$ cat config.mk
export PLATFORM = sky130hd
export DESIGN_NAME = doneaddr_broadcast
export DESIGN_NICKNAME = d
export VERILOG_FILES = /design/src/verilog/ackdone_pkg.sv /design/src/verilog/doneaddr_broadcast.sv
export VERILOG_INCLUDE_DIRS = /design/src /design/src/include
export SDC_FILE = /design/constraint.sdc
export NUM_CORES = 1
export LEC_CHECK = 0
export BUFFER_PORTS_ARGS = -buffer_cell sky130_fd_sc_hd__buf_2
export CAP_MARGIN = 20
export CELL_PAD_IN_SITES_DETAIL_PLACEMENT = 1
export CELL_PAD_IN_SITES_GLOBAL_PLACEMENT = 1
export CORE_UTILIZATION = 21
export CTS_CLUSTER_SIZE = 28
export DETAILED_ROUTE_END_ITERATION = 12
export HOLD_SLACK_MARGIN = 0.15
export PLACE_DENSITY = 0.92
export SYNTH_ARGS = -nofsm -noshare
export SYNTH_HDL_FRONTEND = slang
export SYNTH_SLANG_ARGS = --single-unit
$ cat constraint.sdc
create_clock -name memclk -period 2.7 [get_ports memclk]
set_input_delay 0.135 -clock memclk [delete_from_list [all_inputs] [get_ports memclk]]
set_output_delay 0.135 -clock memclk [all_outputs]
set_load 0.01 [all_outputs]
$ cat src/include/ackdone_params.svh
`ifndef ACKDONE_PARAMS_SVH
`define ACKDONE_PARAMS_SVH

// width of the ack and nack message streams
`define ACKDONE_STREAM_W 48
// width of each done-address output stream
`define ACKDONE_ADDR_W 16
// done address carried inside an ack
`define ACKDONE_DONE_ADDR_W 12
`define ACKDONE_ACK_ADDR_LSB 20
// ack bit that requests an allow pulse
`define ACKDONE_ALLOW_BIT 47
// nack fields that survive the crossing
`define ACKDONE_NACK_FLAG_BIT 46
`define ACKDONE_NACK_LOW_W 43
// fifo depths as log2 of the entry count
`define ACKDONE_ACK_DEPTH_LOG2 12
`define ACKDONE_NACK_DEPTH_LOG2 9
// header plus four tag streams
`define ACKDONE_NUM_DONE 5

`endif
$ cat src/verilog/ackdone_pkg.sv
`include "ackdone_params.svh"

// types for the ack/nack messages and the done addresses
package ackdone_pkg;

    // raw ack or nack word as it arrives in the ethernet domain
    typedef logic [`ACKDONE_STREAM_W-1:0] stream_word_t;

    // done address as it is stored in the ack fifo
    typedef logic [`ACKDONE_DONE_ADDR_W-1:0] done_addr_t;

    // done address as it leaves on each broadcast stream
    typedef logic [`ACKDONE_ADDR_W-1:0] done_word_t;

    // stored nack
    // the flag bit sits on top of the kept low field, the
    // constant bits of the message are dropped before the crossing
    typedef logic [`ACKDONE_NACK_LOW_W:0] nack_packed_t;

endpackage

$ cat src/verilog/doneaddr_broadcast.sv
`timescale 1ns/100ps
`include "ackdone_params.svh"

// sends each done address once to every output stream
// outputs advance independently, so a fast consumer gets the
// word as soon as it is ready and only the input waits for the
// slowest one
module doneaddr_broadcast
    import ackdone_pkg::*;
(
    input  logic                                  memclk,
    input  logic                                  arst_n,

    input  done_word_t                            s_tdata,
    input  logic                                  s_tvalid,
    output logic                                  s_tready,

    output done_word_t [`ACKDONE_NUM_DONE-1:0]    m_tdata,
    output logic       [`ACKDONE_NUM_DONE-1:0]    m_tvalid,
    input  logic       [`ACKDONE_NUM_DONE-1:0]    m_tready
);

    // outputs that already have the current word
    logic [`ACKDONE_NUM_DONE-1:0] taken;
    // outputs that have the word by the end of this cycle
    logic [`ACKDONE_NUM_DONE-1:0] served;

    // every output sees the same word
    assign m_tdata  = {`ACKDONE_NUM_DONE{s_tdata}};
    assign m_tvalid = {`ACKDONE_NUM_DONE{s_tvalid}} & ~taken;

    assign served   = taken | (m_tvalid & m_tready);

    // the input word retires once the last output gets it
    assign s_tready = &served;

    always_ff @(posedge memclk or negedge arst_n) begin
        if (!arst_n) begin
            taken <= '0;
        end else if (s_tvalid && s_tready) begin
            // next word starts with nobody served
            taken <= '0;
        end else begin
            taken <= served;
        end
    end

endmodule

==> results.json <==
{
  "status": "finished, final reports clean",
  "cts_resized": 0,
  "io_pins": 110,
  "largest_register_ffs": 5,
  "grt_pass1_vias": 295,
  "dieWidth_um": 65.70,
  "clk_latency_ps": 220,
  "cp_top_family": "simple AND/OR/NAND/NOR gates",
  "synth_common_cells": "buf_4 (81), a21oi_1 (9), nor2b_1 (7)",
  "core_area_sq_mm": 0.003771,
  "ys_ff_latch": 5,
  "cts-root-buf": "clkbuf_8",
  "synth_area_sq_um": 852.1,
  "report.final.hold_viol_count": 0,
  "hp-class": "in -> reg",
  "slowest_delay_ps": 420,
  "grt_pass1_wl_um": 1283,
  "n_antenna_cell": 0,
  "drc_errors": 0,
  "leakagePower_nw": 0.1731,
  "worst_pin_slew_ps": 354.1,
  "slew_headroom_pct": 76.22,
  "start_kind": "flop",
  "via_per_inst": 3.022,
  "ys_async_sr_fraction_pct": 100.0,
  "path_depth": 4,
  "ys_seq_area_share_pct": 14.68,
  "critical_path.startpoint": "taken[0]",
  "die-area_sq_mm": 0.004316,
  "antenna_found_initial": 0,
  "arrival_ps": 1390,
  "yosysMostFrequentCell": "buf_4",
  "reg2reg_depth": 3,
  "rsz0062_at_grt": "false",
  "cp_cell_sequence": "a21oi_1, nor4_4, nor2b_1, buf_2",
  "cts_tree": "yes",
  "clkTransAtPathRegs_ps": 30,
  "cts_setup_buffers": 0,
  "top_register": "taken",
  "vias": 269,
  "std_cell_rows": 22,
  "drt_iter0_markers": 15,
  "fin_setup_tns_ps": 0,
  "antenna_left": 0,
  "grt_usage_pct": 4.488,
  "end_kind": "output port",
  "yosysTopAreaCell": "buf_4",
  "reg_top3": "taken: 5 flops",
  "die_h_um": 65.70,
  "crit_path_top_delay_cell": "nor4_4",
  "start_util_pct": 22.59,
  "numCtsBuffers": 3,
  "min_period_ps": 1520,
  "wl_um": 897,
  "syn-mean-instance-area_sq_um": 8.193,
  "fin_crit_sh_pct": 56.30,
  "skew_ps": 1.705,
  "synth_top_area_share_pct": 71.37,
  "min_from": "m_tready[3]",
  "nets": 66,
  "wl_met3_um": 174,
  "drt_pre_antenna_iters": 2,
  "critical_path_required_ps": 2570,
  "wl_per_cell_um": 10.08,
  "cts.sinks": 5,
  "dp.cells": 84,
  "powerDensity_mw_per_mm2": 992.6,
  "max-vdd-ir-drop_mv": 0.1019,
  "nFillCells": 459,
  "synth_edf_count": 0,
  "drive_gt1_share_pct": 43.90,
  "r2r_end": "taken[4]",
  "max_freq_ghz": 0.6578,
  "syn_to_final_growth_pct": -50.22,
  "ctsHoldBuffers": 1,
  "final_cell_count_no_fill": 89,
  "cap_violations": 0,
  "postSynthCellCount": 104,
  "grt-ovfl-total": 0,
  "setup_viol": 0,
  "worstSetupPathType": "reg -> out",
  "yosysUniqueCellTypes": 6,
  "crit_fanout": 6,
  "grt_max_degree": 13,
  "slew_violations": 0,
  "synthTopCellsByArea": "buf_4 (71%), dfrtp_1 (15%), a21oi_1 (5.3%)",
  "r2r-start": "taken[0]",
  "synth_warnings": 0,
  "wl_met1_um": 198,
  "gp_congestion": 0.6391,
  "ctsHtreeMaxLevel": 1,
  "ff2ff_setup_slack_ps": 1600,
  "numPortBuffers": 13,
  "crit_end": "s_tready",
  "clockBufferDepth": 2,
  "path_buf_inv": 1,
  "wl_met2_um": 378,
  "synthFlopType": "dfrtp_1",
  "top_layer": "met4",
  "syn_nets": 128
}
[metal layers]
metal  up-vias  track usage, %
met3        22           2.778
met4         0           10.87
met5         -               0
li1        117               -
met2        20           5.867
met1       110           2.285
[report_power, final]
part / switching (mW) / internal, mW
registers: 0.0187 / 0.111
clock network: 0.0372 / 0.101
logic: 0.0879 / 0.0653
total: 0.144 / 0.277
[worst min path at each step]
stage,to,slack (ps),depth (start not counted)
after floorplan,taken[0],-160,0
after global placement,taken[1],-50,1
after detailed placement,taken[3],-50,1
after CTS,taken[3],230,3
after global routing,taken[4],260,2
final,taken[3],230,3
[cell usage in the layout, fill, tap and decap left out]
| master | count |
|---|---|
| buf_2 | 13 |
| dfrtp_1 | 5 |
| nor4_4 | 1 |
| nor2b_1 | 7 |
| a21oi_2 | 1 |
| clkbuf_1 | 1 |
| a21oi_1 | 9 |
| dlygate4sd3_1 | 1 |
| clkbuf_8 | 3 |
[cell type report]
class                   instances  area, sq um  share of cell area (%)
repair buffers                 14        75.07                   17.70
multi-input cells              18        118.9                   28.02
well taps                      48        60.06                   14.16
flip-flops and latches          5        125.1                   29.50
clock buffers                   4        45.04                   10.62
[cells by family after synthesis]
logic type | share of synthesized area [%]
AOI/OAI and AO/OA | 6.314
buffers and inverters | 71.37
and+or+nand+nor | 7.636
DFF | 14.68
[stage by stage]
stage | cell area, sq um | worst slack (ps) | hold slack, ps | total power, mW | util [%]
6_report | 424.2 | 1180 | 226.9 | 0.4210 | 11.25
5_1_grt | 424.2 | 1026 | 260.7 | 0.4636 | 11.25
4_1_cts | 424.2 | 1158 | 228.0 | 0.4284 | 11.25
3_5_place_dp | 369.1 | 1359 | -47.26 | 0.2822 | 9.788
3_3_place_gp | 369.1 | 1385 | -48.40 | 0.2783 | 9.788
2_1_floorplan | 852.1 | 1554 | -160.6 | 0.3557 | -
[worst register-to-register path: cells and delay by family (launching register included)]
kind	cells	cell delay (ps)
AOI/OAI and AO/OA	2	210
and+or+nand+nor	1	420
DFF	1	340
Power figures use the tool's default switching activity.
